===== src/include/singleBusCpu_config.svh =====
// Machine widths, memory depth and IR field positions, included by the packages and RTL.
`ifndef SINGLE_BUS_CPU_CONFIG_SVH
`define SINGLE_BUS_CPU_CONFIG_SVH

`define SBC_WORD_WIDTH 32
`define SBC_REG_COUNT  16
`define SBC_MEM_DEPTH  512

// top bit of each 4-bit register field in IR.
`define SBC_RA_MSB 26
`define SBC_RB_MSB 22
`define SBC_RC_MSB 18

`define SBC_IMM_WIDTH 19 // constant field sits in the low bits of IR.

`endif


===== src/isaPkg.sv =====
// Instruction-level types shared by the decoder, the operation unit and the control step.
`include "singleBusCpu_config.svh"

package isaPkg;

	// ============================================================
	// instruction fields
	// ============================================================

	typedef logic [$clog2(`SBC_REG_COUNT)-1:0] regIndex;
	typedef logic [`SBC_IMM_WIDTH-1:0] immField;

	// ============================================================
	// operations of the arithmetic unit
	// ============================================================

	typedef enum logic [3:0] {
		opNone  = 4'd0,
		opAdd   = 4'd1,
		opSub   = 4'd2,
		opAnd   = 4'd3,
		opOr    = 4'd4,
		opShr   = 4'd5,
		opShra  = 4'd6,
		opShl   = 4'd7,
		opRor   = 4'd8,
		opRol   = 4'd9,
		opNeg   = 4'd10,
		opNot   = 4'd11,
		opMul   = 4'd12,
		opIncPc = 4'd13 // bus plus one, used by the fetch step.
	} aluOp;

endpackage


===== src/datapathPkg.sv =====
// Datapath value types and the control step that the control unit drives each clock.
`include "singleBusCpu_config.svh"

package datapathPkg;

	typedef logic [`SBC_WORD_WIDTH-1:0] word;
	typedef logic [2*`SBC_WORD_WIDTH-1:0] doubleWord;
	typedef logic [`SBC_REG_COUNT-1:0] regEnables; // bit n belongs to register Rn.

	// ============================================================
	// one control step, most significant field first
	// ============================================================

	typedef struct packed {
		// bus sources, at most one is high in a step.
		logic pcOut;
		logic zHighOut;
		logic zLowOut;
		logic mdrOut;
		logic hiOut;
		logic loOut;
		logic cOut;
		logic inPortOut;
		// register loads at the rising edge.
		logic pcIn;
		logic irIn;
		logic yIn;
		logic zIn;
		logic hiIn;
		logic loIn;
		logic marIn;
		logic mdrIn;
		// general register selection through the IR fields.
		logic gra;
		logic grb;
		logic grc;
		logic rIn;
		logic rOut;
		logic baOut;
		// unit and memory controls.
		logic incPc;
		logic read;
		logic write;
		isaPkg::aluOp op;
	} ctrlStep;

endpackage


===== src/registerFile.sv =====
// Sixteen general registers loaded from the bus, with R0 reading zero under base addressing.
`include "singleBusCpu_config.svh"

module registerFile (
	input  logic                   Clock,
	input  logic                   arstN,
	input  datapathPkg::word       busValue,
	input  datapathPkg::regEnables loadEn,
	input  datapathPkg::regEnables outEn,
	input  logic                   baseAddr,
	output datapathPkg::word       regValue
);

	datapathPkg::word regs [`SBC_REG_COUNT];

	// ============================================================
	// register storage
	// ============================================================

	always_ff @(posedge Clock or negedge arstN) begin
		if (!arstN) begin
			for (int i = 0; i < `SBC_REG_COUNT; i++) begin
				regs[i] <= '0;
			end
		end else begin
			for (int i = 0; i < `SBC_REG_COUNT; i++) begin
				if (loadEn[i]) begin
					regs[i] <= busValue;
				end
			end
		end
	end

	// ============================================================
	// read port
	// ============================================================

	// the enables are one-hot, so an OR of the gated registers is the selected one.
	always_comb begin
		regValue = '0;
		if (outEn[0] && !baseAddr) begin
			regValue = regs[0]; // R0 as a base register contributes zero.
		end
		for (int i = 1; i < `SBC_REG_COUNT; i++) begin
			if (outEn[i]) begin
				regValue = regValue | regs[i];
			end
		end
	end

endmodule


===== config.mk =====
export PLATFORM = sky130hd
export DESIGN_NAME = registerFile
export DESIGN_NICKNAME = d
export VERILOG_FILES = /design/src/isaPkg.sv /design/src/datapathPkg.sv /design/src/registerFile.sv
export VERILOG_INCLUDE_DIRS = /design/src /design/src/include
export SDC_FILE = /design/constraint.sdc
export NUM_CORES = 1
export LEC_CHECK = 0
export ABC_AREA = 1
export BUFFER_PORTS_ARGS = -buffer_cell sky130_fd_sc_hd__buf_2
export CAP_MARGIN = 5
export CORE_UTILIZATION = 55
export CTS_CLUSTER_SIZE = 24
export DETAILED_ROUTE_END_ITERATION = 10
export GPL_TIMING_DRIVEN = 0
export MAX_ROUTING_LAYER = met4
export PLACE_DENSITY = 0.77
export SYNTH_ARGS = -nofsm -noshare
export SYNTH_HDL_FRONTEND = slang
export SYNTH_SLANG_ARGS = --single-unit

===== constraint.sdc =====
create_clock -name Clock -period 2 [get_ports Clock]
set_input_delay 0.4 -clock Clock [delete_from_list [all_inputs] [get_ports Clock]]
set_output_delay 0.4 -clock Clock [all_outputs]
set_load 0.005 [all_outputs]

Yosys cells after proc, flatten, opt, wreduce, memory -nomap -nowiden:

Cells that the tools add are included.

* bits in registers: 512
* input port bits: 67
* output and inout port bits: 32
* word-level logic and storage cells: 49

* mux-type cells: 16
* bitwise gates (word level): 15
* reductions and logical operators: 2

Operator list (count)
* 32-bit two-way mux: 16
* 32-bit OR: 15
* 1-bit logical AND: 1
* 1-bit zero test: 1

Depth between registers and ports, before layout:

* word-level depth: 33
* gate-level depth with buffers: 7
* depth with buffers taken out: 6

Worst setup path after synthesis:

OpenSTA, ideal clock, no wires.

* path type: input port to output port
* start: input port outEn[9]
* end: output port regValue[11]
* data arrival time: 0.951 ns
* data required time: 1.600 ns
* slack: 0.649 ns
* stages on the path: 6
* buffers on the path: 2
* cells stage by stage: buf_4 > inv_4 > buf_6 > o21ai_1 > nor2_1 > nand3_1

* word-level cells in the longest chain between the ends: 13

RTL lines
* from (decl): RTL line registerFile.sv:9 `input datapathPkg::regEnables outEn,`
* 32-bit two-way mux (*): RTL line registerFile.sv:45 `if (outEn[i]) begin`
* 32-bit OR: RTL line registerFile.sv:46 `regValue = regValue | regs[i];`
* 32-bit two-way mux (*): RTL line registerFile.sv:45
* 32-bit OR: RTL line registerFile.sv:46
* 32-bit two-way mux (*): RTL line registerFile.sv:45
* 32-bit OR: RTL line registerFile.sv:46
* 32-bit two-way mux (*): RTL line registerFile.sv:45
* 32-bit OR: RTL line registerFile.sv:46
* 32-bit two-way mux (*): RTL line registerFile.sv:45
* 32-bit OR: RTL line registerFile.sv:46
* 32-bit two-way mux (*): RTL line registerFile.sv:45
* 32-bit OR: RTL line registerFile.sv:46
* 32-bit two-way mux (*): RTL line registerFile.sv:45
* to (decl): RTL line registerFile.sv:11 `output datapathPkg::word regValue`

Mark *: on every way between the ends. The rest lies on a longest branch, timed or not.

Worst setup path in the final report:

* start: register regs[322] (netlist bit)
* end: output port regValue[2]

* word-level cells in the longest chain between the ends: 22

RTL lines
* from (decl): RTL line registerFile.sv:14 `` datapathPkg::word regs [`SBC_REG_COUNT]; ``
* from (signal, indexed assignment): RTL line registerFile.sv:28 `regs[i] <= busValue;`
* 32-bit OR (*): RTL line registerFile.sv:46
* 32-bit two-way mux (*): RTL line registerFile.sv:45
* 32-bit OR: RTL line registerFile.sv:46
* 32-bit two-way mux (*): RTL line registerFile.sv:45
* 32-bit OR: RTL line registerFile.sv:46
* 32-bit two-way mux (*): RTL line registerFile.sv:45
* 32-bit OR: RTL line registerFile.sv:46
* 32-bit two-way mux (*): RTL line registerFile.sv:45
* (+6 left out)
* 32-bit OR: RTL line registerFile.sv:46
* 32-bit two-way mux (*): RTL line registerFile.sv:45
* 32-bit OR: RTL line registerFile.sv:46
* 32-bit two-way mux (*): RTL line registerFile.sv:45
* 32-bit OR: RTL line registerFile.sv:46
* 32-bit two-way mux (*): RTL line registerFile.sv:45
* 32-bit OR: RTL line registerFile.sv:46
* 32-bit two-way mux (*): RTL line registerFile.sv:45

Marked as above.

==> flow_summary.toml <==
[cells_and_area]
final_area_um2 = 27300
reg.largest.list = "regs x512"
largest-register = "regs"
utilization = 0.647
drive_above_1_share = 0.373
area_growth_pct = 15.4
largest_reg_flops = 512
finalNetCount = 2429

[worst_setup_path]
worst-path-buf-inv = 2
critPathMaxStageDelay_ns = 0.39
cp-end-kind = "output pin"
crit_fanout = 2
arrival_ns = 1.66
cp-startpoint = "regs[322]"
crit_type = "flip-flop to output pin"
r2r_start = "regs[105]"
startpoint_type = "flip-flop"
worst-endpoint-required_ns = 1.60
path_cells = "nand2_1, nand2_1, inv_2, nand2_2, nor2_4, nand3_2, buf_2"
crit_top_cell = "nand2_1"
crit_path_top_delay_cell = "dfrtp_1"
critical-path-top-delay-family = "simple AND/OR/NAND/NOR gates"

[synthesis]
yosys.area.top_type_share = 0.541
synth_flop_cell = "dfrtp_1"
syn_inst = 2204
synth_cell_types = 15
yosysWarnings = 0
synth.most_common_cell = "nand2_1"
synth.largest_area_cell = "dfrtp_1"
ys_top_cells_by_area = "dfrtp_1 (54%), mux2_2 (19%), nand2_1 (9.6%)"
synth_area_um2 = 23700
ys_seq_area_frac = 0.541
ys_ff_latch = 512
synthTopCellsByCount = "nand2_1 (608), dfrtp_1 (512), mux2_2 (397), inv_1 (130), nand3_1 (128)"
synth-edff-count = 0
async_flop_share = 1.00
synth_nets = 2271
synth.avg_cell_area_um2 = 10.7

[route]
vias = 16600
wl_per_cell_um = 20.3
drt_iter0_markers = 1539
firstDrtPassIters = 5
routed_wl_mm = 59.7
postRouteAntennaNets = 0
vias_per_cell = 5.63
remaining_drc_errors = 0

[timing]
whs_ns = 0.0726
min_period_ns = 2.06
layout_setup_ws_ns = -0.0617
finalCritPeriodShare = 1.03
maxSlewHeadroom = 0.464
worst_pin_slew_ns = 0.804
fin_setup_tns_ns = -0.254
slew_viol_final = 0
finalHoldViolCount = 0
fmax_ghz = 0.485
rsz0062_at_grt = "true"
clock_skew_ns = 0
setup-violations-final = 13

[global_route]
grt_busiest_layer = "met2"
grt-ovfl-total = 0
track_usage = 0.284
use_met1 = 0.368
antenna_found_initial = 2
grt_pass1_vias = 16800
grt_util_met3 = 0.0446
grt_use_met2 = 0.447
grt_max_degree = 132
grt_pass1_wl_mm = 93.4

[cts]
clk_pin_slew_worst_paths_ns = 0.06
cts_tree = "done"
cts-root-buf = "clkbuf_16"
clockBufferDepth = 3
cts_buffers = 53
clk_latency_ns = 0.61
cts.htree.levels = 2
cts.sinks = 512

[worst_hold_path]
min_path_type = "input port to flip-flop"
hp-start = "loadEn[12]"

[floorplan]
die_h_um = 209
pin_count = 99
rows = 75
initial_core_util = 0.560
dieArea_um2 = 43900
die_w_um = 209
core_area_um2 = 42200

[run]
drv_cap = 0

[power_and_ir_drop]
cellLeakagePower_nw = 12.8
p_per_area_nw_per_um2 = 953
ir_drop_uv = 768
finalPower_mw = 26.0

[placement]
placed_cell_area_um2 = 24900
dp_hpwl_mm = 41.5
globalplace.congestion = 0.898
portBuffers = 80

[status]
violations = "negative setup slack"
status = "finished, violations left"
[worst register-to-register path, stage by stage, from the launching register on]
cell and delay [ns]:
dfrtp_1 0.38, buf_4 0.13, buf_4 0.12, mux2_2 0.26
[layout make-up]
type                       count  area (µm²)
tap                          539         674
inverter                     132         504
buffer                       152        1200
clock inverter                18         317
sequential                   512       12800
fill                        3179       14900
multi-input combinational   1408        9550
timing repair buffer         103         713
clock buffer                  77        1550
antenna                        2        5.00
[final timing paths]
check,endpoint,slack (ns),cells after the start
min in group asynchronous,regs[123],0.33,2
max reg2reg,regs[105],1.00,3
min,regs[96],0.07,2
max,regValue[2],-0.06,7
max in group asynchronous,regs[417],0.36,4
min reg2reg,regs[334],0.50,1
[where the power goes]
group	internal [mW]	leakage [nW]	total (mW)	switching [mW]
registers	11.4	6.02	11.9	0.522
logic	1.63	5.90	3.59	1.96
clock network	6.38	0.918	10.5	4.14
[what timing repair did]
item / in CTS / in global routing
hold buffers: 1 / 0
setup buffers: 2 / 14
hold endpoints to repair: 57 / 0
gates resized for setup: 63 / 78
pin swaps: 20 / 95
endpoints found under the setup margin: 32 / 234
gates cloned: 0 / 2
[cell usage in the layout, fill, tap and decap left out, drive strengths merged]
cell type and n:
diode 2, nor2 96, inv 132, clkbuf 88
mux2 448, clkinvlp 1, clkinv 9, dfrtp 512
nand2 608, buf 243, o21ai 128, nand3 128
bufinv 8, dlygate4sd3 1
[per-stage QoR]
stage / setup slack, ns / instances
final: -0.0617 / 2943
after global routing: -0.139 / 2943
after CTS: -0.109 / 2925
after detailed placement: -0.122 / 2827
after global placement: -9.44 / 2823
after floorplan: 0.649 / 2204
[layer usage]
metal  vias to the layer above  wire length [µm]
met5                         -                 0
met4                         0              2390
met3                       134              3180
met2                       471             29100
met1                      8476             25000
li1                       7493                 -
[kinds of logic (layout without fill, tap and decap cells)]
logic type | count (synthesis) | count (layout) | synth area share
AND/OR/NAND/NOR | 832 | 832 | 0.139
flip-flops | 512 | 512 | 0.541
multiplexers | 448 | 448 | 0.221
buffers and inverters | 284 | 482 | 0.0716
AO/OA/AOI/OAI | 128 | 128 | 0.0271
other | 0 | 2 | 0
Power figures use the tool's default switching activity.
