### src/include/singleBusCpu_config.svh
// Machine widths, memory depth and IR field positions, included by the packages and RTL.
`ifndef SINGLE_BUS_CPU_CONFIG_SVH
`define SINGLE_BUS_CPU_CONFIG_SVH

`define SBC_WORD_WIDTH 32
`define SBC_REG_COUNT  16
`define SBC_MEM_DEPTH  512

// top bit of each 4-bit register field in IR.
`define SBC_RA_MSB 26
`define SBC_RB_MSB 22
`define SBC_RC_MSB 18

`define SBC_IMM_WIDTH 19 // constant field sits in the low bits of IR.

`endif

### src/isaPkg.sv
// Instruction-level types shared by the decoder, the operation unit and the control step.
`include "singleBusCpu_config.svh"

package isaPkg;

	// ============================================================
	// instruction fields
	// ============================================================

	typedef logic [$clog2(`SBC_REG_COUNT)-1:0] regIndex;
	typedef logic [`SBC_IMM_WIDTH-1:0] immField;

	// ============================================================
	// operations of the arithmetic unit
	// ============================================================

	typedef enum logic [3:0] {
		opNone  = 4'd0,
		opAdd   = 4'd1,
		opSub   = 4'd2,
		opAnd   = 4'd3,
		opOr    = 4'd4,
		opShr   = 4'd5,
		opShra  = 4'd6,
		opShl   = 4'd7,
		opRor   = 4'd8,
		opRol   = 4'd9,
		opNeg   = 4'd10,
		opNot   = 4'd11,
		opMul   = 4'd12,
		opIncPc = 4'd13 // bus plus one, used by the fetch step.
	} aluOp;

endpackage

### src/datapathPkg.sv
// Datapath value types and the control step that the control unit drives each clock.
`include "singleBusCpu_config.svh"

package datapathPkg;

	typedef logic [`SBC_WORD_WIDTH-1:0] word;
	typedef logic [2*`SBC_WORD_WIDTH-1:0] doubleWord;
	typedef logic [`SBC_REG_COUNT-1:0] regEnables; // bit n belongs to register Rn.

	// ============================================================
	// one control step, most significant field first
	// ============================================================

	typedef struct packed {
		// bus sources, at most one is high in a step.
		logic pcOut;
		logic zHighOut;
		logic zLowOut;
		logic mdrOut;
		logic hiOut;
		logic loOut;
		logic cOut;
		logic inPortOut;
		// register loads at the rising edge.
		logic pcIn;
		logic irIn;
		logic yIn;
		logic zIn;
		logic hiIn;
		logic loIn;
		logic marIn;
		logic mdrIn;
		// general register selection through the IR fields.
		logic gra;
		logic grb;
		logic grc;
		logic rIn;
		logic rOut;
		logic baOut;
		// unit and memory controls.
		logic incPc;
		logic read;
		logic write;
		isaPkg::aluOp op;
	} ctrlStep;

endpackage

### src/arithUnit.sv
// Combinational operation unit computing Y op bus into a 64-bit result for the Z pair.
`include "singleBusCpu_config.svh"

module arithUnit (
	input  datapathPkg::word       yValue,
	input  datapathPkg::word       busValue,
	input  isaPkg::aluOp           op,
	output datapathPkg::doubleWord result
);

	localparam int Width = `SBC_WORD_WIDTH;

	logic [4:0] shiftAmount;
	datapathPkg::doubleWord yTwice;
	datapathPkg::doubleWord rotRight;
	datapathPkg::doubleWord rotLeft;
	datapathPkg::doubleWord product;

	assign shiftAmount = busValue[4:0]; // counts above 31 wrap.

	// rotates come from shifting two copies of Y side by side.
	assign yTwice = {yValue, yValue};
	assign rotRight = yTwice >> shiftAmount;
	assign rotLeft = yTwice << shiftAmount;

	// the low 64 bits of the sign-extended product give the signed result.
	assign product = {{Width{yValue[Width-1]}}, yValue} *
		{{Width{busValue[Width-1]}}, busValue};

	// ============================================================
	// operation select
	// ============================================================

	always_comb begin
		result = '0;
		case (op)
			isaPkg::opAdd:
				result[Width-1:0] = yValue + busValue;
			isaPkg::opSub:
				result[Width-1:0] = yValue - busValue;
			isaPkg::opAnd:
				result[Width-1:0] = yValue & busValue;
			isaPkg::opOr:
				result[Width-1:0] = yValue | busValue;
			isaPkg::opShr:
				result[Width-1:0] = yValue >> shiftAmount;
			isaPkg::opShra:
				result[Width-1:0] = $signed(yValue) >>> shiftAmount;
			isaPkg::opShl:
				result[Width-1:0] = yValue << shiftAmount;
			isaPkg::opRor:
				result[Width-1:0] = rotRight[Width-1:0];
			isaPkg::opRol:
				result[Width-1:0] = rotLeft[2*Width-1:Width];
			isaPkg::opNeg:
				result[Width-1:0] = -busValue; // unary operations act on the bus alone.
			isaPkg::opNot:
				result[Width-1:0] = ~busValue;
			isaPkg::opMul:
				result = product;
			isaPkg::opIncPc:
				result[Width-1:0] = busValue + 1'b1;
			default:
				result = '0;
		endcase
	end

endmodule

### config.mk
export PLATFORM = sky130hd
export DESIGN_NAME = arithUnit
export DESIGN_NICKNAME = d
export VERILOG_FILES = /design/src/isaPkg.sv /design/src/datapathPkg.sv /design/src/arithUnit.sv
export VERILOG_INCLUDE_DIRS = /design/src /design/src/include
export SDC_FILE = /design/constraint.sdc
export NUM_CORES = 2
export LEC_CHECK = 0
export BUFFER_PORTS_ARGS = -buffer_cell sky130_fd_sc_hd__buf_2
export CORE_AREA = 2 2 324 294
export DETAILED_ROUTE_END_ITERATION = 6
export DIE_AREA = 0 0 326 296
export GPL_ROUTABILITY_DRIVEN = 0
export PLACE_DENSITY = 0.66
export SLEW_MARGIN = 20
export SYNTH_ARGS = -nofsm -noshare
export SYNTH_HDL_FRONTEND = slang
export SYNTH_SLANG_ARGS = --single-unit
### constraint.sdc
create_clock -name vclk -period 12.1
set_input_delay 1.815 -clock vclk [all_inputs]
set_output_delay 1.815 -clock vclk [all_outputs]
set_load 0.02 [all_outputs]
Word-level counts from Yosys, hierarchy flattened
Cells that the tools add are included.
{ "totals": {"regBits": 0, "in_bits": 68, "output_inout_bits": 64} }
{ "op_classes": {"add_sub_neg": 4, "mul": 1, "n_eq_ne": 13, "shift": 5, "muxes": 2, "bitwise_logic": 3} }
{ "ops": {"columns": ["cell", "count"], "rows": [
  ["$pmux W32 S13", 1],
  ["$mul A32 B32 Y64", 1],
  ["$shl A64 B5 Y64", 1],
  ["$shr A64 B5 Y32", 1],
  ["$add A32 B1 Y32 const B", 1],
  ["$add A32 B32 Y32", 1],
  ["$and A32 B32 Y32", 1],
  ["$mux W32", 1],
  ["$neg A32 Y32", 1],
  ["$not A32 Y32", 1],
  ["$or A32 B32 Y32", 1],
  ["$shl A32 B5 Y32", 1],
  ["$shr A32 B5 Y32", 1],
  ["$sshr A32 B5 Y32", 1],
  ["$sub A32 B32 Y32", 1],
  ["$eq A4 B4 Y1 const B", 6],
  ["$eq A4 B3 Y1 const B", 4],
  ["$eq A4 B2 Y1 const B", 2],
  ["$eq A4 B1 Y1 const B", 1]
]} }

Depth between registers and ports, before layout
{ "depth": {"word_depth": 2, "mapped_depth": 34, "depth_no_buf": 29} }

Worst setup path before layout
No wires, ideal clock.
{ "synth_path": {"path_type": "in2out", "startpoint": "input busValue[4]", "endpoint": "output result[63]", "arrival_ns": 10.190, "required_ns": 10.285, "path_slack_ns": 0.095, "path_stages": 29, "path_cell_list": "clkbuf_1 -> clkbuf_1 -> clkbuf_1 -> clkbuf_1 -> nand2_1 -> fa_1 -> inv_1 -> fa_1 -> fa_1 -> fa_1 -> inv_1 -> fa_1 -> inv_1 -> fa_1 -> inv_1 -> fa_1 -> inv_1 -> fa_1 -> ha_1 -> clkbuf_1 -> and3_1 -> and2_1 -> nand3_1 -> a211oi_1 -> a2111oi_1 -> nor2_1 -> a211oi_2 -> xnor2_1 -> nor2_1"} }
{ "synth_via": {"elab_chain_cells": 2} }
{ "synth_lines": {"columns": ["item", "line", "source"], "rows": [
  ["from (decl)", "arithUnit.sv:6", "input datapathPkg::word busValue,"],
  ["$mul A32 B32 Y64", "arithUnit.sv:27", "assign product = {{Width{yValue[Width-1]}}, yValue} *"],
  ["$mux W32", "arithUnit.sv:36", "case (op)"],
  ["to (decl)", "arithUnit.sv:8", "output datapathPkg::doubleWord result"]
]} }
No other way between the ends.

Final worst setup path
{ "layout_path": {"startpoint": "input busValue[8]", "endpoint": "output result[29]"} }
{ "layout_via": {"elab_chain_cells": 2, "elab_cells_between_ends": 6} }
{ "layout_lines": {"columns": ["item", "line"], "rows": [
  ["$mul A32 B32 Y64 (tied with other cells)", "arithUnit.sv:27"],
  ["$pmux W32 S13 (*)", "arithUnit.sv:36"]
]} }
Mark *: on every way between the ends. The rest lies on a longest branch, timed or not.

==> key figures <==
Global route
  – GR Overflow Total: 0
  – Largest net degree at the start of global routing: 88
  – Antenna violations before repair: 26
  – GR Util All Layers: 0.346
  – Number of global-route vias before repair: 40,927
  – First-pass GRT wire length: 253 mm

STA
  – Final slew viol count: 0
  – RSZ-0062 raised after global routing: yes
  – Period utilization: 0.988
  – Slew headroom: 0.137
  – Highest clock rate: 83.6 MHz
  – Final setup fails: 0
  – Min Clock Period, post-route: 11,960 ps
  – Final Hold Viols: 0
  – Slew at the pin closest to its max-slew limit: 1280 ps

Die
  – Die Footprint: 96,500 um^2
  – Row cnt: 107
  – Core ar.: 93,600 um^2
  – Die Span X: 326 um
  – Initial Utilization: 0.495
  – IO Pins: 132
  – Die Y: 296 um

Worst setup path
  – Worst Path Class, Setup: in2out
  – CP Capture Type: output pin
  – Crit path required time: 10,280 ps
  – Crit path from: busValue[8]
  – Crit path DAT: 10,140 ps
  – Worst-path maximum fanout: 13
  – Startpoint types: input pin
  – CP endpoint: result[29]

Routing
  – Vias: 39,839
  – Vias/cell: 5.93
  – Final ANT Viol Nets: 0
  – Post-Route WL: 163 mm
  – Pre-antenna DRT Iters: 7
  – Avg WL per Cell: 24.3 um
  – DRC: 344
  – DR iter-0 viols: 4,999

Synth
  – Synthesis Warnings: 0
  – Mapped Cells: 5,453
  – Register area share after synthesis: 0
  – Largest cells by area after synthesis: fa_1 47%, inv_1 8.2%, and2_1 7.4%
  – Share of the synthesized area in the top cell type: 0.468
  – Synth cell types: 88
  – Net count after synthesis: 6,851
  – Mean Syn Cell Area: 8.50 um^2
  – Post-Syn Area: 46,400 um^2
  – Leading area contributor after synthesis: fa_1

Status
  – Status: finished, violations left
  – Violated checks: DRC

Layout
  – Post-route cell area: 49,100 um^2
  – Non-filler cells, final: 6,713
  – Multi-input logic area: 41,300 um^2
  – Most common cell after layout, fill and taps aside: fa_1
  – Most frequent cells in the layout: 1,084 x fa_1, 1,008 x inv_1, 585 x nand2_1
  – # fillers: 8,815
  – Fraction of layout cells with a size suffix above 1: 0.0848
  – Util after Layout: 0.524
  – Seq cells: 0
  – P&R area growth vs syn: 5.85%
  – Final nets: 6,837
  – FF/Latch Area: 0 um^2
  – Number of clock buffers in the layout: 0

Hold path
  – Min-delay worst type: in2out
  – HP Start: busValue[16]

Place
  – Dpl cells: 6,688
  – Post-DP HPWL: 132 mm
  – Port bufs: 132
  – Dpl cell area: 48,900 um^2

Clocking
  – # hold bufs at CTS: 0

Flow run
  – Max cap viols: 0
## cells in the mapped netlist, drive strengths merged, types with 22 or more instances
| library cell | count |
|---|---|
| nor3 | 49 |
| o22ai | 28 |
| nor2 | 364 |
| o21ai | 165 |
| nand2b | 28 |
| o211ai | 22 |
| ha | 246 |
| fa | 1084 |
| nand3 | 49 |
| mux2i | 66 |
| a21oi | 214 |
| clkbuf | 319 |
| a211oi | 28 |
| buf | 44 |
| mux4 | 49 |
| nor2b | 46 |
| xor2 | 39 |
| nand2 | 585 |
| and2 | 551 |
| a21o | 84 |
| inv | 1009 |
| xnor2 | 71 |
## worst min-delay path by stage
stage	end	cells after the start
floorplan	result[12]	4
global placement	result[16]	5
detailed placement	result[16]	5
CTS	result[16]	5
global route	result[16]	5
finish	result[16]	5
## area by class of cell
class | instances | share of cell area
multi-input combinational | 4078 | 0.841
inverter | 1012 | 0.0775
timing repair buffer | 347 | 0.0485
antenna | 23 | 0.00117
tap | 1253 | 0.0319
## worst max-delay path, cell delays in order
cell and delay, ps:
buf_2 320, buf_4 300, nand2_1 110, fa_1 440, inv_1 80, fa_1 430, fa_1 520, inv_1 50
fa_1 470, inv_1 50, fa_1 510, inv_1 60, fa_1 540, inv_1 50, fa_1 490, fa_1 440
ha_1 390, and3_1 220, o21ai_0 210, o311ai_0 190, a21oi_1 430, o31ai_2 240, xnor2_1 730, o211ai_1 310
nor3_1 290, o311ai_0 220, buf_2 220
## through the flow
step           setup slack (ps)  setup TNS (ps)  hold slack, ps
6_report                    144               0            4550
5_1_grt                    -109            -214            4560
4_1_cts                    21.6               0            4510
3_5_place_dp               -381           -1830            4510
3_3_place_gp               -410           -1940            4500
2_1_floorplan              94.7               0            3940
## logic make-up (layout without fill, tap and decap cells)
logic type                 count (synthesis)  after routing  share of synthesized area
AOI/OAI and AO/OA                        750            750                      0.106
xor gates and xnor gates                 110            110                     0.0208
adders and majority gates               1330           1330                      0.535
buffers and inverters                   1375           1359                      0.113
muxes                                    132            132                     0.0422
other                                      0             23                          0
and+or+nand+nor                         1756           1756                      0.184
## what timing repair did
item / in CTS / in global routing
pin swaps: 1 / 2
setup buffers: 1 / 1
endpoints found under the setup margin: 14 / 22
resized for setup: 3 / 21
## per-layer routing
layer	GRT usage	wire [um]
met1	0.448	60800
met2	0.516	70300
met3	0.114	20300
met4	0.184	11500
met5	0.00840	188
