## config.mk

```make
export PLATFORM = sky130hd
export DESIGN_NAME = selectEncode
export DESIGN_NICKNAME = d
export VERILOG_FILES = /design/src/isaPkg.sv /design/src/datapathPkg.sv /design/src/selectEncode.sv
export VERILOG_INCLUDE_DIRS = /design/src /design/src/include
export SDC_FILE = /design/constraint.sdc
export NUM_CORES = 1
export LEC_CHECK = 0
export ABC_AREA = 0
export BUFFER_PORTS_ARGS = -buffer_cell sky130_fd_sc_hd__buf_2
export CAP_MARGIN = 25
export CORE_UTILIZATION = 35
export DETAILED_ROUTE_END_ITERATION = 8
export PLACE_DENSITY = 0.95
export SYNTH_ARGS = -nofsm -noshare
export SYNTH_HDL_FRONTEND = slang
export SYNTH_SLANG_ARGS = --single-unit
```

## constraint.sdc

```tcl
create_clock -name vclk -period 3.68
set_clock_uncertainty 0.15 [all_clocks]
set_input_delay 0.552 -clock vclk [all_inputs]
set_output_delay 0.552 -clock vclk [all_outputs]
set_load 0.01 [all_outputs]
```

## src/include/singleBusCpu_config.svh

```systemverilog
// Machine widths, memory depth and IR field positions, included by the packages and RTL.
`ifndef SINGLE_BUS_CPU_CONFIG_SVH
`define SINGLE_BUS_CPU_CONFIG_SVH

`define SBC_WORD_WIDTH 32
`define SBC_REG_COUNT  16
`define SBC_MEM_DEPTH  512

// top bit of each 4-bit register field in IR.
`define SBC_RA_MSB 26
`define SBC_RB_MSB 22
`define SBC_RC_MSB 18

`define SBC_IMM_WIDTH 19 // constant field sits in the low bits of IR.

`endif

```

## src/isaPkg.sv

```systemverilog
// Instruction-level types shared by the decoder, the operation unit and the control step.
`include "singleBusCpu_config.svh"

package isaPkg;

	// ============================================================
	// instruction fields
	// ============================================================

	typedef logic [$clog2(`SBC_REG_COUNT)-1:0] regIndex;
	typedef logic [`SBC_IMM_WIDTH-1:0] immField;

	// ============================================================
	// operations of the arithmetic unit
	// ============================================================

	typedef enum logic [3:0] {
		opNone  = 4'd0,
		opAdd   = 4'd1,
		opSub   = 4'd2,
		opAnd   = 4'd3,
		opOr    = 4'd4,
		opShr   = 4'd5,
		opShra  = 4'd6,
		opShl   = 4'd7,
		opRor   = 4'd8,
		opRol   = 4'd9,
		opNeg   = 4'd10,
		opNot   = 4'd11,
		opMul   = 4'd12,
		opIncPc = 4'd13 // bus plus one, used by the fetch step.
	} aluOp;

endpackage

```

## src/datapathPkg.sv

```systemverilog
// Datapath value types and the control step that the control unit drives each clock.
`include "singleBusCpu_config.svh"

package datapathPkg;

	typedef logic [`SBC_WORD_WIDTH-1:0] word;
	typedef logic [2*`SBC_WORD_WIDTH-1:0] doubleWord;
	typedef logic [`SBC_REG_COUNT-1:0] regEnables; // bit n belongs to register Rn.

	// ============================================================
	// one control step, most significant field first
	// ============================================================

	typedef struct packed {
		// bus sources, at most one is high in a step.
		logic pcOut;
		logic zHighOut;
		logic zLowOut;
		logic mdrOut;
		logic hiOut;
		logic loOut;
		logic cOut;
		logic inPortOut;
		// register loads at the rising edge.
		logic pcIn;
		logic irIn;
		logic yIn;
		logic zIn;
		logic hiIn;
		logic loIn;
		logic marIn;
		logic mdrIn;
		// general register selection through the IR fields.
		logic gra;
		logic grb;
		logic grc;
		logic rIn;
		logic rOut;
		logic baOut;
		// unit and memory controls.
		logic incPc;
		logic read;
		logic write;
		isaPkg::aluOp op;
	} ctrlStep;

endpackage

```

## src/selectEncode.sv

```systemverilog
// Turns the IR register fields into register enables and sign-extends the constant field.
`include "singleBusCpu_config.svh"

module selectEncode (
	input  datapathPkg::word       instr,
	input  logic                   gra,
	input  logic                   grb,
	input  logic                   grc,
	input  logic                   rIn,
	input  logic                   rOut,
	input  logic                   baOut,
	output datapathPkg::regEnables loadEn,
	output datapathPkg::regEnables outEn,
	output datapathPkg::word       constant
);

	localparam int IndexWidth = $bits(isaPkg::regIndex);

	isaPkg::regIndex ra;
	isaPkg::regIndex rb;
	isaPkg::regIndex rc;
	isaPkg::regIndex selected;
	isaPkg::immField imm;
	logic anySelect;
	datapathPkg::regEnables decoded;

	assign ra = instr[`SBC_RA_MSB -: IndexWidth];
	assign rb = instr[`SBC_RB_MSB -: IndexWidth];
	assign rc = instr[`SBC_RC_MSB -: IndexWidth];
	assign imm = instr[`SBC_IMM_WIDTH-1:0];

	always_comb begin
		selected = '0;
		if (gra) begin
			selected = ra;
		end else if (grb) begin
			selected = rb;
		end else if (grc) begin
			selected = rc;
		end
	end

	assign anySelect = gra | grb | grc;
	assign decoded = anySelect ? (datapathPkg::regEnables'(1) << selected) : '0;

	assign loadEn = rIn ? decoded : '0;
	assign outEn = (rOut || baOut) ? decoded : '0; // base addressing reads the same field.

	assign constant = {{(`SBC_WORD_WIDTH-`SBC_IMM_WIDTH){imm[`SBC_IMM_WIDTH-1]}}, imm};

endmodule

```

* Word level (Yosys, flattened, before mapping)
Index checks and enable logic that the tools add are counted.
Cells by class: shift operators 1, multiplexer cells 6, bitwise operators 2, reductions and logical operators 1
Operators with widths (number):
- 2-to-1 mux 16 bit | 3
- << shifter 1 x 4 -> 16 bit (first input constant) | 1
- 2-to-1 mux 4 bit | 3
- OR 1 bit | 2
- logical OR 1 bit | 1
Storage, ports and cells: bits in registers 0, word-level logic and storage cells 10

* Depth between registers and ports, before layout
depth after elaboration 6, depth in mapped cells 5, gate-level depth less buffers 4

* Worst setup path before layout
Ideal clock, no wire load.
path kind in2out, start point input port grb, end point output port outEn[2], data arrival time 1.461 ns, data required time 2.978 ns, slack 1.517 ns, cell stages on the path 5, path through buf_6 nor3b_1 o31a_2 nand2_1 nor4_1
Between the ends: longest elaborated chain between the ends 5
RTL lines:
- start, declared | RTL line selectEncode.sv:7 | input logic grb,
- 2-to-1 mux 4 bit | RTL line selectEncode.sv:36 | end else if (grb) begin
- 2-to-1 mux 4 bit | RTL line selectEncode.sv:34 | if (gra) begin
- << shifter 1 x 4 -> 16 bit | RTL line selectEncode.sv:44 | assign decoded = anySelect ? (datapathPkg::regEnables'(1) << selected) : '0;
- 2-to-1 mux 16 bit (*) | RTL line selectEncode.sv:44
- 2-to-1 mux 16 bit (*) | RTL line selectEncode.sv:47 | assign outEn = (rOut || baOut) ? decoded : '0;
- end, declared | RTL line selectEncode.sv:13 | output datapathPkg::regEnables outEn,
Mark *: on every way between the ends. The rest lies on a longest branch, timed or not.

* Worst setup path in the final report
start point input port grb, end point output port outEn[3]
Same word-level chain as after synthesis.

==> impl.org <==
** Yosys
- Synthesis produced a netlist with a net count of 152.
- Mapped Avg Cell Area :: 6.32 sq um
- Sequential-to-total area share from yosys stat :: 0%
- During synthesis, Yosys emitted a total of 0 warnings.
- Gate count of the mapped netlist :: 114
- After synthesis the cells add up to 721 sq um.
- In this run, distinct cell masters in the synthesized netlist total 25.

** Placement
- Routability congestion estimate from global placement :: 0.663
- Port buffering added 67 buffers.
- Post-Place Cells :: 174
- Post-detail-place hpwl :: 1420 um
- Placement-stage worst setup slack :: 1.29 ns

** Power and ir drop
- The share of total power dissipated in sequential elements is 0%.
- Switching power summed over all nets :: 62.0 uW
- Cell internal pwr :: 41.4 uW
- Net switching is 60.0% of the power.
- Power density of the placed cells :: 125 nW/um^2
- VDD sags by at most 0.0358 mV.
- The share of total power dissipated in combinational logic is 100.0%.
- Per report_power, the clock group accounts for 0% of the total.
- LEAKAGE :: 0.475 nW

** Layout
- Fraction of final layout cells sized beyond drive strength 1 :: 51.7%
- At the end of the flow, the number of nets in the layout was 187.
- Area delta synth->final :: 14.8%
- Number of flip-flops and latches :: 0
- In the final layout, flip-flops and latches occupy 0 sq um.
- Non-filler cells in the finished layout :: 174
- The clock buffers instantiated in the layout total 0.
- Diode count :: 0

** Critical path
- Slowest cell delay on critical path :: 0.28 ns
- The cell that appears most often on the critical path is sky130_fd_sc_hd__buf_2.
- Required arrival time at the worst endpoint :: 2.98 ns
- The critical path contains buffers and inverters numbering 2 combined.
- In this design, the largest share of critical-path delay is due to simple AND/OR/NAND/NOR gates.
- Critical path fanouts, max :: 13
- Worst Setup Start Kind :: input port
- The worst setup path is captured at an output pin.
- Type of the setup path with the least slack :: in2out
- Critical path, cell by cell :: buf_2, nand3b_1, a21oi_4, nand3_1, nor3_1, buf_2
- Arrival @ worst endpoint :: 1.69 ns
- On the critical path, the stage with the largest delay is an instance of sky130_fd_sc_hd__a21oi_4.

** Global routing
- Global-route wire length before repair :: 2130 um
- Met3 Track Usage GR :: 1.15%
- Largest net degree at the start of global routing :: 17
- The global routing stage identified its most utilized layer as met2.
- Global Route Usage Sum :: 12.5%
- Leftover overflow at the end of global routing :: 0
- The number of global-route vias before repair came to 510.
- Met2 layer usage reported by global route :: 20.5%
- The number of antenna violations at the first check in global routing was 0.
- Global routing used 17.5% of the available met1 tracks.

** STA
- Setup TNS after final layout :: 0 ns
- Measured against its own limit, the worst slew margin works out to 79.5%.
- Dividing the final minimum period by the clock period gives 65.1%.
- The worst path needs 2.39 ns of the cycle, external delays included.
- Setup violations remaining at the end of the flow were counted as 0.
- Once routing completed, OpenROAD measured the worst setup slack at 1.29 ns.
- The number of pins exceeding their max-slew limit in the final report was 0.
- Derived from the worst setup path, the maximum achievable clock frequency is 0.418 GHz.
- RSZ-0062 raised after global routing :: no
- Worst-Margin Slew :: 0.307 ns
- The number of failing hold endpoints at the final stage was 0.

** Floorplan
- The floorplan step set the die width to 47.4 um.
- Vertical die dimension :: 47.4 um
- After floorplanning, the core was divided into 16 placement rows.
- Top-level port count :: 102
- The die covers 2240 sq um.
- For this configuration, the core starts out at a cell density of 37.1%.
- Core region area :: 1940 sq um

** Job
- The tool flagged a number of max-cap violations equal to 0.

** Drt
- After detailed routing, the number of remaining DRC violations is 0.
- Average detailed-routed wire length per instance :: 9.71 um
- After detailed routing, the total wire length is 1690 um.
- Average via count per standard cell :: 4.53
- DR vias :: 788
- The detail route stage leaves a number of antenna-violating nets equal to 0.
- The detailed router finished its first iteration with 15 violations.
- The first TritonRoute pass finished after 4 iterations.

** Clock tree
- Post-CTS timing repair inserted 0 buffers for setup.
- Post-cts gate resize count :: 0
- Number of hold buffers added after cts :: 0

** Outcome
- The run finished with clean final reports.

** Hold path
- Path type of the worst min-delay path :: in2out
-- synth_stat cells --
cell type | n | share of area, %
sky130_fd_sc_hd__buf_4 | 32 | 33
sky130_fd_sc_hd__nor2_1 | 29 | 15
sky130_fd_sc_hd__nand2_1 | 15 | 7.8
sky130_fd_sc_hd__nand3b_1 | 5 | 5.2
sky130_fd_sc_hd__a21oi_1 | 4 | 2.8
sky130_fd_sc_hd__nor2b_1 | 4 | 3.5
sky130_fd_sc_hd__a21oi_4 | 2 | 4.5
sky130_fd_sc_hd__a32o_1 | 2 | 2.8
sky130_fd_sc_hd__buf_6 | 2 | 3.1
sky130_fd_sc_hd__nand2b_1 | 2 | 1.7
sky130_fd_sc_hd__nand3_1 | 2 | 1.4
sky130_fd_sc_hd__nor3_1 | 2 | 1.4
sky130_fd_sc_hd__a21oi_2 | 1 | 1.2
sky130_fd_sc_hd__a22o_2 | 1 | 1.4
sky130_fd_sc_hd__a22oi_2 | 1 | 1.7
sky130_fd_sc_hd__and2b_1 | 1 | 1.0
sky130_fd_sc_hd__inv_1 | 1 | 0.52
sky130_fd_sc_hd__nand3b_4 | 1 | 2.8
sky130_fd_sc_hd__nand4b_1 | 1 | 1.2
sky130_fd_sc_hd__nor3b_1 | 1 | 1.0
sky130_fd_sc_hd__nor4_1 | 1 | 0.87
sky130_fd_sc_hd__nor4_2 | 1 | 1.7
sky130_fd_sc_hd__o2111a_1 | 1 | 1.6
sky130_fd_sc_hd__o31a_2 | 1 | 1.4
sky130_fd_sc_hd__or2_2 | 1 | 0.87
-- metrics by stage --
step	hold slack, ns	area (sq um)	util, %	total power, mW
2_1_floorplan	1.05	721	-	0.0942
3_3_place_gp	0.954	827	42.6	0.102
3_5_place_dp	0.954	827	42.6	0.103
4_1_cts	0.954	827	42.6	0.104
5_1_grt	0.954	827	42.6	0.116
6_report	0.954	827	42.6	0.103
-- power by group through the flow --
stage / Combinational (mW) / Clock (mW) / Sequential (mW)
2_1_floorplan: 0.0942 / 0 / 0
3_3_place_gp: 0.102 / 0 / 0
3_5_place_dp: 0.103 / 0 / 0
4_1_cts: 0.104 / 0 / 0
5_1_grt: 0.116 / 0 / 0
6_report: 0.103 / 0 / 0
-- cell families (layout without fill, tap and decap cells) --
| logic type | after synthesis | count (layout) | synth area share (%) |
|---|---|---|---|
| AND/OR/NAND/NOR | 66 | 66 | 45.7 |
| buffers and inverters | 35 | 68 | 37.0 |
| AO/OA/AOI/OAI | 13 | 13 | 17.4 |
-- cells in the final DEF (no fill, tap or decap) --
master                     count
sky130_fd_sc_hd__nand4b_1      1
sky130_fd_sc_hd__a32o_1        2
sky130_fd_sc_hd__a21oi_2       1
sky130_fd_sc_hd__a22o_2        1
sky130_fd_sc_hd__nand2b_1      2
sky130_fd_sc_hd__nand2_1      15
sky130_fd_sc_hd__nand3_1       2
sky130_fd_sc_hd__nand3b_4      1
sky130_fd_sc_hd__nor4_2        1
sky130_fd_sc_hd__a21oi_1       4
sky130_fd_sc_hd__o2111a_1      1
sky130_fd_sc_hd__nor4_1        1
sky130_fd_sc_hd__buf_2        67
sky130_fd_sc_hd__nor2_1       29
sky130_fd_sc_hd__nand3b_1      5
sky130_fd_sc_hd__nor3b_1       1
sky130_fd_sc_hd__a21oi_4       2
sky130_fd_sc_hd__or2_2         1
sky130_fd_sc_hd__a22oi_2       1
sky130_fd_sc_hd__nor3_1        2
sky130_fd_sc_hd__and2b_1       1
sky130_fd_sc_hd__o31a_2        1
sky130_fd_sc_hd__nor2b_1       4
sky130_fd_sc_hd__inv_1         1
-- final timing paths --
check,endpoint,depth (start not counted),slack [ns],startpoint
hold / removal,constant[11],0,0.95,instr[11]
setup / recovery,outEn[3],6,1.29,grb
-- cell type report --
class              instances  area (sq um)
multi-input cells         79           454
well taps                 27          33.8
fillers                  206          1110
repair buffers            67           335
inverters                  1          3.75
-- per-layer routing --
metal	part of all wire [%]	vias to the layer above
met5	0	-
met4	0.83	0
met3	8.4	6
met2	46	35
met1	44	334
li1	-	413
Power figures use the tool's default switching activity.
